### config.mk
export PLATFORM = sky130hd
export DESIGN_NAME = ioWriteTop
export DESIGN_NICKNAME = d
export VERILOG_FILES = /design/src/rtl/ioPkg.sv /design/src/rtl/memPkg.sv /design/src/rtl/pipeDelay.sv /design/src/rtl/ioCheck.sv /design/src/rtl/ioActive.sv /design/src/rtl/ioWrite.sv /design/src/rtl/writePortBank.sv /design/src/rtl/ioWriteTop.sv
export SDC_FILE = /design/constraint.sdc
export NUM_CORES = 1
export LEC_CHECK = 0
export BUFFER_PORTS_ARGS = -buffer_cell sky130_fd_sc_hd__buf_2
export CAP_MARGIN = 20
export CORE_UTILIZATION = 35
export DETAILED_ROUTE_END_ITERATION = 12
export PLACE_DENSITY = 0.66
export SLEW_MARGIN = 10
export SYNTH_ARGS = -nofsm -noshare
export SYNTH_HDL_FRONTEND = slang
export SYNTH_SLANG_ARGS = --single-unit
### constraint.sdc
create_clock -name clock -period 4.75 [get_ports clock]
set_input_delay 0.95 -clock clock [delete_from_list [all_inputs] [get_ports clock]]
set_output_delay 0.95 -clock clock [all_outputs]
set_load 0.1 [all_outputs]
### src/rtl/ioPkg.sv
// ==============================
// I/O port ready state and the write flag carried by the pipeline
// ==============================
`default_nettype none

package ioPkg;

    // Ready state of a single-entry write port
    typedef enum logic {
        EMPTY = 1'b0,
        FULL  = 1'b1
    } portState_t;

    // Write flag that rides beside the instruction through the ALU
    typedef struct packed {
        logic isIo;
        // Reserved copy of the thread ready level
        logic ready;
    } portWrite_t;

endpackage

`default_nettype wire

### src/rtl/memPkg.sv
// ==============================
// Datapath word, address widths and RAM write types
// ==============================
`default_nettype none

package memPkg;

    localparam int wordWidth = 36;
    localparam int addrWidth = 10;

    typedef logic [wordWidth-1:0] word_t;
    typedef logic [addrWidth-1:0] addr_t;

    typedef struct packed {
        logic  wren;
        addr_t addr;
        word_t data;
    } ramWrite_t;

    // What the ALU stage hands back to the write path
    typedef struct packed {
        logic  wren;
        addr_t addr;
        word_t result;
    } aluOut_t;

endpackage

`default_nettype wire

### src/rtl/pipeDelay.sv
// ==============================
// Fixed-depth register delay line
// ==============================
`timescale 1ns/100ps
`default_nettype none

module pipeDelay #(
    parameter int  depth     = 1,
    parameter type payload_t = logic
) (
    input  wire logic     clock,
    input  wire logic     reset,
    input  wire payload_t in,
    output payload_t      out
);

    payload_t stages [depth];

    always_ff @(posedge clock) begin
        if (reset) begin
            for (int i = 0; i < depth; i++) begin
                stages[i] <= '0;
            end
        end else begin
            stages[0] <= in;
            // Shift everything one stage further down the line
            for (int i = 1; i < depth; i++) begin
                stages[i] <= stages[i-1];
            end
        end
    end

    assign out = stages[depth-1];

endmodule

`default_nettype wire

### src/rtl/ioCheck.sv
// ==============================
// Port window decode and masked empty/full select
// ==============================
`timescale 1ns/100ps
`default_nettype none

module ioCheck #(
    parameter int portCount     = 4,
    parameter int portBaseAddr  = 'h3F0,
    parameter int portAddrWidth = 2
) (
    input  wire logic                 clock,
    input  wire memPkg::addr_t        addr,
    input  wire logic [portCount-1:0] emptyFull,
    output logic                      emptyFullMasked,
    output logic                      addrIsIoReg
);

    localparam memPkg::addr_t baseAddr = memPkg::addr_t'(portBaseAddr);
    localparam int topBit = memPkg::addrWidth - 1;

    logic                     addrIsIo;
    logic [portAddrWidth-1:0] portSel;
    logic [portAddrWidth-1:0] portSelReg;
    ioPkg::portState_t        selState;

    // Upper bits pick the window, low bits pick the port inside it
    assign portSel  = addr[portAddrWidth-1:0];
    assign addrIsIo = (addr[topBit:portAddrWidth] == baseAddr[topBit:portAddrWidth])
                      && (portSel < portCount);

    always_ff @(posedge clock) begin
        addrIsIoReg <= addrIsIo;
        portSelReg  <= portSel;
    end

    assign selState = ioPkg::portState_t'(emptyFull[portSelReg]);

    // Only a port address can stall, and only when its buffer is not ready
    assign emptyFullMasked = addrIsIoReg && (selState != ioPkg::EMPTY);

endmodule

`default_nettype wire

### src/rtl/ioActive.sv
// ==============================
// Registered one-hot port enable
// ==============================
`timescale 1ns/100ps
`default_nettype none

module ioActive #(
    parameter int portCount     = 4,
    parameter int portBaseAddr  = 'h3F0,
    parameter int portAddrWidth = 2
) (
    input  wire logic          clock,
    input  wire logic          reset,
    input  wire logic          enable,
    input  wire memPkg::addr_t addr,
    output logic [portCount-1:0] active
);

    localparam memPkg::addr_t baseAddr = memPkg::addr_t'(portBaseAddr);
    localparam int topBit = memPkg::addrWidth - 1;

    logic [portAddrWidth-1:0] portSel;
    logic                     hit;

    assign portSel = addr[portAddrWidth-1:0];
    assign hit     = enable
                     && (addr[topBit:portAddrWidth] == baseAddr[topBit:portAddrWidth])
                     && (portSel < portCount);

    always_ff @(posedge clock) begin
        if (reset) begin
            active <= '0;
        end else begin
            for (int i = 0; i < portCount; i++) begin
                active[i] <= hit && (portSel == portAddrWidth'(i));
            end
        end
    end

endmodule

`default_nettype wire

### src/rtl/ioWrite.sv
// ==============================
// Write-is-I/O flag, RAM write register and per-port data copies
// ==============================
`timescale 1ns/100ps
`default_nettype none

module ioWrite #(
    parameter int portCount     = 4,
    parameter int portBaseAddr  = 'h3F0,
    parameter int portAddrWidth = 2
) (
    input  wire logic                 clock,
    input  wire logic                 reset,
    input  wire memPkg::addr_t        addrRaw,
    input  wire logic [portCount-1:0] emptyFull,
    input  wire logic                 ioReady,
    input  wire memPkg::word_t        aluResult,
    input  wire memPkg::addr_t        aluAddr,
    input  wire logic                 aluWriteIsIo,
    input  wire logic                 aluWren,
    output logic                      writeIsIo,
    output logic                      emptyFullMasked,
    output logic [portCount-1:0]      activeIo,
    output memPkg::word_t [portCount-1:0] dataIo,
    output memPkg::ramWrite_t         ramWrite
);

    logic addrIsIoReg;
    logic writeIsIoMid;

    ioCheck #(
        .portCount     (portCount),
        .portBaseAddr  (portBaseAddr),
        .portAddrWidth (portAddrWidth)
    ) check (
        .clock           (clock),
        .addr            (addrRaw),
        .emptyFull       (emptyFull),
        .emptyFullMasked (emptyFullMasked),
        .addrIsIoReg     (addrIsIoReg)
    );

    // Two stages bring the flag level with the instruction at the ALU entrance
    always_ff @(posedge clock) begin
        if (reset) begin
            writeIsIoMid <= 1'b0;
            writeIsIo    <= 1'b0;
            ramWrite.wren <= 1'b0;
        end else begin
            writeIsIoMid <= addrIsIoReg & ioReady;
            writeIsIo    <= writeIsIoMid;
            ramWrite.wren <= aluWren;
        end
    end

    always_ff @(posedge clock) begin
        ramWrite.addr <= aluAddr;
        ramWrite.data <= aluResult;
    end

    // A separate register per port keeps the fanout to each buffer local
    always_ff @(posedge clock) begin
        for (int i = 0; i < portCount; i++) begin
            dataIo[i] <= aluResult;
        end
    end

    ioActive #(
        .portCount     (portCount),
        .portBaseAddr  (portBaseAddr),
        .portAddrWidth (portAddrWidth)
    ) activate (
        .clock  (clock),
        .reset  (reset),
        .enable (aluWriteIsIo & aluWren),
        .addr   (aluAddr),
        .active (activeIo)
    );

endmodule

`default_nettype wire

### src/rtl/writePortBank.sv
// ==============================
// Single-entry output buffers with full flags
// ==============================
`timescale 1ns/100ps
`default_nettype none

module writePortBank #(
    parameter int portCount = 4
) (
    input  wire logic                 clock,
    input  wire logic                 reset,
    input  wire logic [portCount-1:0] active,
    input  wire memPkg::word_t [portCount-1:0] data,
    input  wire logic [portCount-1:0] drain,
    output memPkg::word_t [portCount-1:0] portData,
    output logic [portCount-1:0]      portFull
);

    ioPkg::portState_t state [portCount];

    for (genvar i = 0; i < portCount; i++) begin : gPort

        // A write in the same cycle as a drain leaves the port full
        always_ff @(posedge clock) begin
            if (reset) begin
                state[i] <= ioPkg::EMPTY;
            end else if (active[i]) begin
                state[i] <= ioPkg::FULL;
            end else if (drain[i]) begin
                state[i] <= ioPkg::EMPTY;
            end
        end

        always_ff @(posedge clock) begin
            if (active[i]) begin
                portData[i] <= data[i];
            end
        end

        assign portFull[i] = (state[i] == ioPkg::FULL);

    end

endmodule

`default_nettype wire

### src/rtl/ioWriteTop.sv
// ==============================
// I/O write path with ALU stand-in and port bank
// ==============================
`timescale 1ns/100ps
`default_nettype none

module ioWriteTop #(
    parameter int portCount     = 4,
    parameter int portBaseAddr  = 'h3F0,
    parameter int portAddrWidth = 2,
    parameter int aluDepth      = 3
) (
    input  wire logic                 clock,
    input  wire logic                 reset,
    input  wire memPkg::addr_t        rawAddr,
    input  wire logic                 ioReady,
    input  wire memPkg::aluOut_t      aluIn,
    input  wire logic [portCount-1:0] drain,
    output logic                      ioStall,
    output logic                      writeIsIo,
    output memPkg::ramWrite_t         ramWrite,
    output memPkg::word_t [portCount-1:0] portData,
    output logic [portCount-1:0]      portFull
);

    ioPkg::portWrite_t             flagIn;
    ioPkg::portWrite_t             flagOut;
    memPkg::aluOut_t               aluOut;
    logic [portCount-1:0]          activeIo;
    memPkg::word_t [portCount-1:0] dataIo;

    assign flagIn = '{isIo: writeIsIo, ready: ioReady};

    ioWrite #(
        .portCount     (portCount),
        .portBaseAddr  (portBaseAddr),
        .portAddrWidth (portAddrWidth)
    ) write (
        .clock           (clock),
        .reset           (reset),
        .addrRaw         (rawAddr),
        .emptyFull       (portFull),
        .ioReady         (ioReady),
        .aluResult       (aluOut.result),
        .aluAddr         (aluOut.addr),
        .aluWriteIsIo    (flagOut.isIo),
        .aluWren         (aluOut.wren),
        .writeIsIo       (writeIsIo),
        .emptyFullMasked (ioStall),
        .activeIo        (activeIo),
        .dataIo          (dataIo),
        .ramWrite        (ramWrite)
    );

    // Flag and operands take the same path length through the ALU
    pipeDelay #(.depth(aluDepth), .payload_t(ioPkg::portWrite_t)) flagDelay (
        .clock (clock),
        .reset (reset),
        .in    (flagIn),
        .out   (flagOut)
    );

    pipeDelay #(.depth(aluDepth), .payload_t(memPkg::aluOut_t)) aluDelay (
        .clock (clock),
        .reset (reset),
        .in    (aluIn),
        .out   (aluOut)
    );

    writePortBank #(.portCount(portCount)) bank (
        .clock    (clock),
        .reset    (reset),
        .active   (activeIo),
        .data     (dataIo),
        .drain    (drain),
        .portData (portData),
        .portFull (portFull)
    );

endmodule

`default_nettype wire

# Word level (Yosys, flattened, before mapping)
# Memory sizes are Yosys's and may differ from the RTL's.
# Cells that the tools add are included.
[totals]
register_bits = 200
ram_bits = 151
in_bits = 64
out_inout_bits = 197
word_cells = 91
mem_count = 3
[op_classes]
order_cmp = 1
n_eq_ne = 5
muxes = 47
bitwise = 16
reduce_logical = 7
[memory_table]
columns = ["memory", "words", "word_bits", "rd", "rd_ports_with_merged_regs", "write_ports", "line", "text"]
rows = [
  ["aluDelay.stages", 3, 47, 3, 0, 3, "pipeDelay.sv:17", "payload_t stages [depth];"],
  ["flagDelay.stages", 3, 2, 3, 0, 3, "pipeDelay.sv:17", ""],
  ["bank.state", 4, 1, 4, 0, 4, "writePortBank.sv:19", "ioPkg::portState_t state [portCount];"],
]
[op_table]
columns = ["operator", "n"]
rows = [
  ["$mux 47", 3],
  ["$mux 1", 40],
  ["$eq 8x8->1 const B", 2],
  ["$or 1x1->1", 14],
  ["$logic_and 1x1->1", 6],
  ["$mux 2", 3],
  ["$eq 2x2->1 const B", 2],
  ["$lt 2x3->1 const B", 1],
  ["$and 1x1->1", 2],
  ["$bmux 1 s2", 1],
  ["$eq 2x1->1 const B", 1],
  ["$logic_not 2->1", 1],
]

# Depth between registers and ports, before layout
[depth]
depth_word = 5
depth_mapped = 3
ltp_nobuf = 2

# Hierarchy
# Synthesis repeated with hierarchy kept, for this count alone.
[hier_totals]
hier_cells = 738
area_unflattened_um2 = 11188.2
[modules_own_cells]
columns = ["module", "n_inst", "cells_per_inst", "area_per_inst_um2", "seq_area_each_um2"]
rows = [
  ["writePortBank", 1, 160, 4534.3, 4444.3],
  ["pipeDelay (aluDelay)", 1, 344, 4135.2, 2822.7],
  ["ioWrite", 1, 197, 2089.5, 980.9],
  ["pipeDelay (flagDelay)", 1, 14, 172.7, 120.1],
  ["ioActive", 1, 15, 151.4, 80.1],
  ["ioCheck", 1, 8, 105.1, 60.1],
]

# Worst setup path after synthesis
# OpenSTA, ideal clock, no wires.
[synth_timing]
path_kind = "reg-to-output"
from = "reg write.check.portSelReg[0]"
to = "out ioStall"
arrival_ns = 1.345
required_ns = 3.800
path_slack_ns = 2.455
stages_incl_launch_ff = 3
path_buffers = 0
cell_sequence = "dfxtp_1 mux4_2 and2_1"
[synth_via]
elab_chain_len = 3
[synth_rtl]
columns = ["element", "line", "text"]
rows = [
  ["from (decl)", "ioCheck.sv:24", "logic [portAddrWidth-1:0] portSelReg;"],
  ["from (signal assigned)", "ioCheck.sv:34", "portSelReg <= portSel;"],
  ["$bmux 1 s2", "ioCheck.sv:37", "assign selState = ioPkg::portState_t'(emptyFull[portSelReg]);"],
  ["$mux 1 (implied by the code)", "ioCheck.sv:37", ""],
  ["$logic_and 1x1->1", "ioCheck.sv:40", "assign emptyFullMasked = addrIsIoReg && (selState != ioPkg::EMPTY);"],
  ["to (decl)", "ioWriteTop.sv:19", "output logic ioStall,"],
]
# No other way between the ends. The select of a mux whose other input is x is not followed.

==> run metrics <==
Antenna Cells=0; combinational family with the most area after synthesis=simple AND/OR/NAND/NOR gates; initial core utilization=0.359; Gate Count Post-Synth=541; P_int=4860 uW; Hold Path Depth=0; status=complete, no violations; DIE AREA=0.0284 mm^2; fin crit period=2.74 ns; Adder-Cell Fraction of Synth Area=0; fin crit share=0.577; Place WS=1.99 ns; routability-driven placement congestion ratio=0.803; Reg power frac=0.523; initial antenna violation count=1; row count=60; CTS Sinks=348; worst r2r src=write.activate.active[2]; area grow syn2layout=29.5%; leading cell types in the layout, fill and taps excluded=259 x buf_2, 196 x dfxtp_1, 148 x edfxtp_1; Distinct cells, synth=19; Setup Skew=0.0147 ns; multiplexer share of the synthesized area=0.00232; Fill cells=2361; CTS tree=yes; xor/xnor cell area share of the yosys netlist=0; NetSw=1230 uW; Compound-Gate Fraction of Synth Area=0; HPWL after DPL=11300 um; worst setup margin=2.01 ns; Core Box Area=0.0270 mm^2; fin. max-slew vios=0; Hold Fails Final Rpt=0; Die H=168 um; Pleak=0.00467 uW; relative slew slack=0.381; fin util=0.465; combinational power share=0.030; Final setup viols=0; Buffers on Ports=260; setup tns final=0 ns; H-tree depth=2; GRT Residual Overflow=0; Simple-Gate Fraction of Synth Area=0.116; vias in the first global route=4776; crit path max fanout=2; All-Layer GR Usage=0.123; Worst Setup Start Kind=flip-flop; hold path start=aluDelay.stages[0][103]; first-pass GRT wire length=26700 um; initial drt markers=322; Setup Fix Bufs, Post-CTS=0; layout cell share with drive strength beyond 1=0.381; routed vias/inst=4.08; number of max-cap violations=0; Longest Clk Path Bufs=3; syn avg cell area=17.9 um^2; largest net degree at the start of global routing=96; Final Total Pwr=6090 uW; I/O pin count=261; Routed WL per cell=15.0 um; PwrDens=485 mW/mm^2; commonest non-fill, non-tap cell in the layout=buf_2; hold buffers post-CTS=0; Mapped Nets=605; # DRC=0; Slew @ Worst Pin=0.929 ns; die extent in x=168 um; Warnings, synthesis=0; sequential fraction of the synthesis area=0.871; Inserted Clock Buffers=36; DR vias=4857; Layout Nets=887; number of cells after detailed placement=1125; hold path endpoint=write.ramWrite[9]; Clk Latency, worst-skew pair=0.50 ns; register-to-register setup slack=3.16 ns; post-route insts no fill=1191; Post-Syn Area=0.00970 mm^2; Clock Root Buffer=clkbuf_16; worst min-delay path category=reg -> reg; Required @ worst endpoint=3.80 ns; first-pass iteration count of the detailed router=4; RSZ-0062 raised after global routing=false; Post-CTS Resized=0; Crit path arrival time=1.79 ns; share of power burned in the clock network=0.446; DRT Wirelength=17800 um; Switching Share=0.202; Peak Freq=365 MHz; synthesis-stage register bit count=348; VDD IR-drop max=0.210 mV; critical path type=reg -> out; FF-to-FF path depth=2; Critical Path End Type=output port; reg2reg end=bank.state[2]; clock slew at reported path FFs=0.06 ns; antenna-violating nets left=0
## worst max-delay path by stage
stage                                          from                endpoint  slack (ns)
after global routing                  bank.state[3]                 ioStall        1.94
final                                 bank.state[2]                 ioStall        2.01
after global placement                        reset  aluDelay.stages[0][89]        2.02
after CTS                             bank.state[2]                 ioStall        1.98
after floorplan           write.check.portSelReg[0]                 ioStall        2.45
after detailed placement                      reset  aluDelay.stages[0][30]        1.99
## layout make-up
class                      count  area, um^2  share of cell area
multi-input combinational    172        1140              0.0912
sequential                   348        8450               0.673
tap                          341         427              0.0340
clock inverter                10        87.6             0.00697
timing repair buffer         265        1360               0.108
clock buffer                  55        1090              0.0865
## synth_stat cells
cell type | n | area, um^2
dfxtp_1 | 200 | 4000
edfxtp_1 | 148 | 4440
nor2b_1 | 120 | 751
and2b_1 | 30 | 225
clkbuf_1 | 12 | 45.0
buf_4 | 5 | 37.5
buf_2 | 4 | 20.0
nor4_1 | 4 | 25.0
or3_1 | 4 | 25.0
nand2_1 | 3 | 11.3
nand4_1 | 2 | 12.5
nand4bb_1 | 2 | 22.5
and2_1 | 1 | 6.26
mux4_2 | 1 | 22.5
nand4b_1 | 1 | 8.76
nor2_1 | 1 | 3.75
nor4_2 | 1 | 12.5
or3b_1 | 1 | 8.76
or4b_1 | 1 | 10.0
## metal layers
layer / track usage / share of wire / up-vias
met2: 0.211 / 0.49 / 181
met5: 0 / 0.00095 / -
met1: 0.149 / 0.43 / 2250
met3: 0.0310 / 0.058 / 34
met4: 0.0506 / 0.023 / 2
li1: - / - / 2390
## power groups by stage
stage / Sequential [uW] / Clock [uW] / Combinational [uW]
final: 3190 / 2720 / 186
after global routing: 3190 / 2920 / 198
after CTS: 3190 / 2800 / 188
after detailed placement: 3250 / 0 / 188
after global placement: 3250 / 0 / 186
after floorplan: 3320 / 0 / 69.3
## critical path, stage by stage, from the launching register on
cell and delay [ns]:
edfxtp_1 0.39, mux4_2 0.46, and2_1 0.16, buf_2 0.28
## cells by family after synthesis
family | after synthesis
buffers and inverters | 21
and+or+nand+nor | 171
DFF | 348
muxes | 1
## through the flow
step                      hold slack [ns]  instance area, um^2
final                               0.320                12600
after CTS                           0.323                12500
after global placement              0.310                11400
after detailed placement            0.312                11400
after global routing                0.326                12600
after floorplan                     0.310                 9700
## state kept, by name, indices dropped and copies added, names as in the netlist
name,flops
aluDelay.stages,141
write.activate.active,4
write.writeIsIo,1
write.check.portSelReg,2
bank.state,4
flagDelay.stages,3
write.check.addrIsIoReg,1
bank.portData,144
write.writeIsIoMid,1
write.ramWrite,47
(Power assumes the default switching activity.)
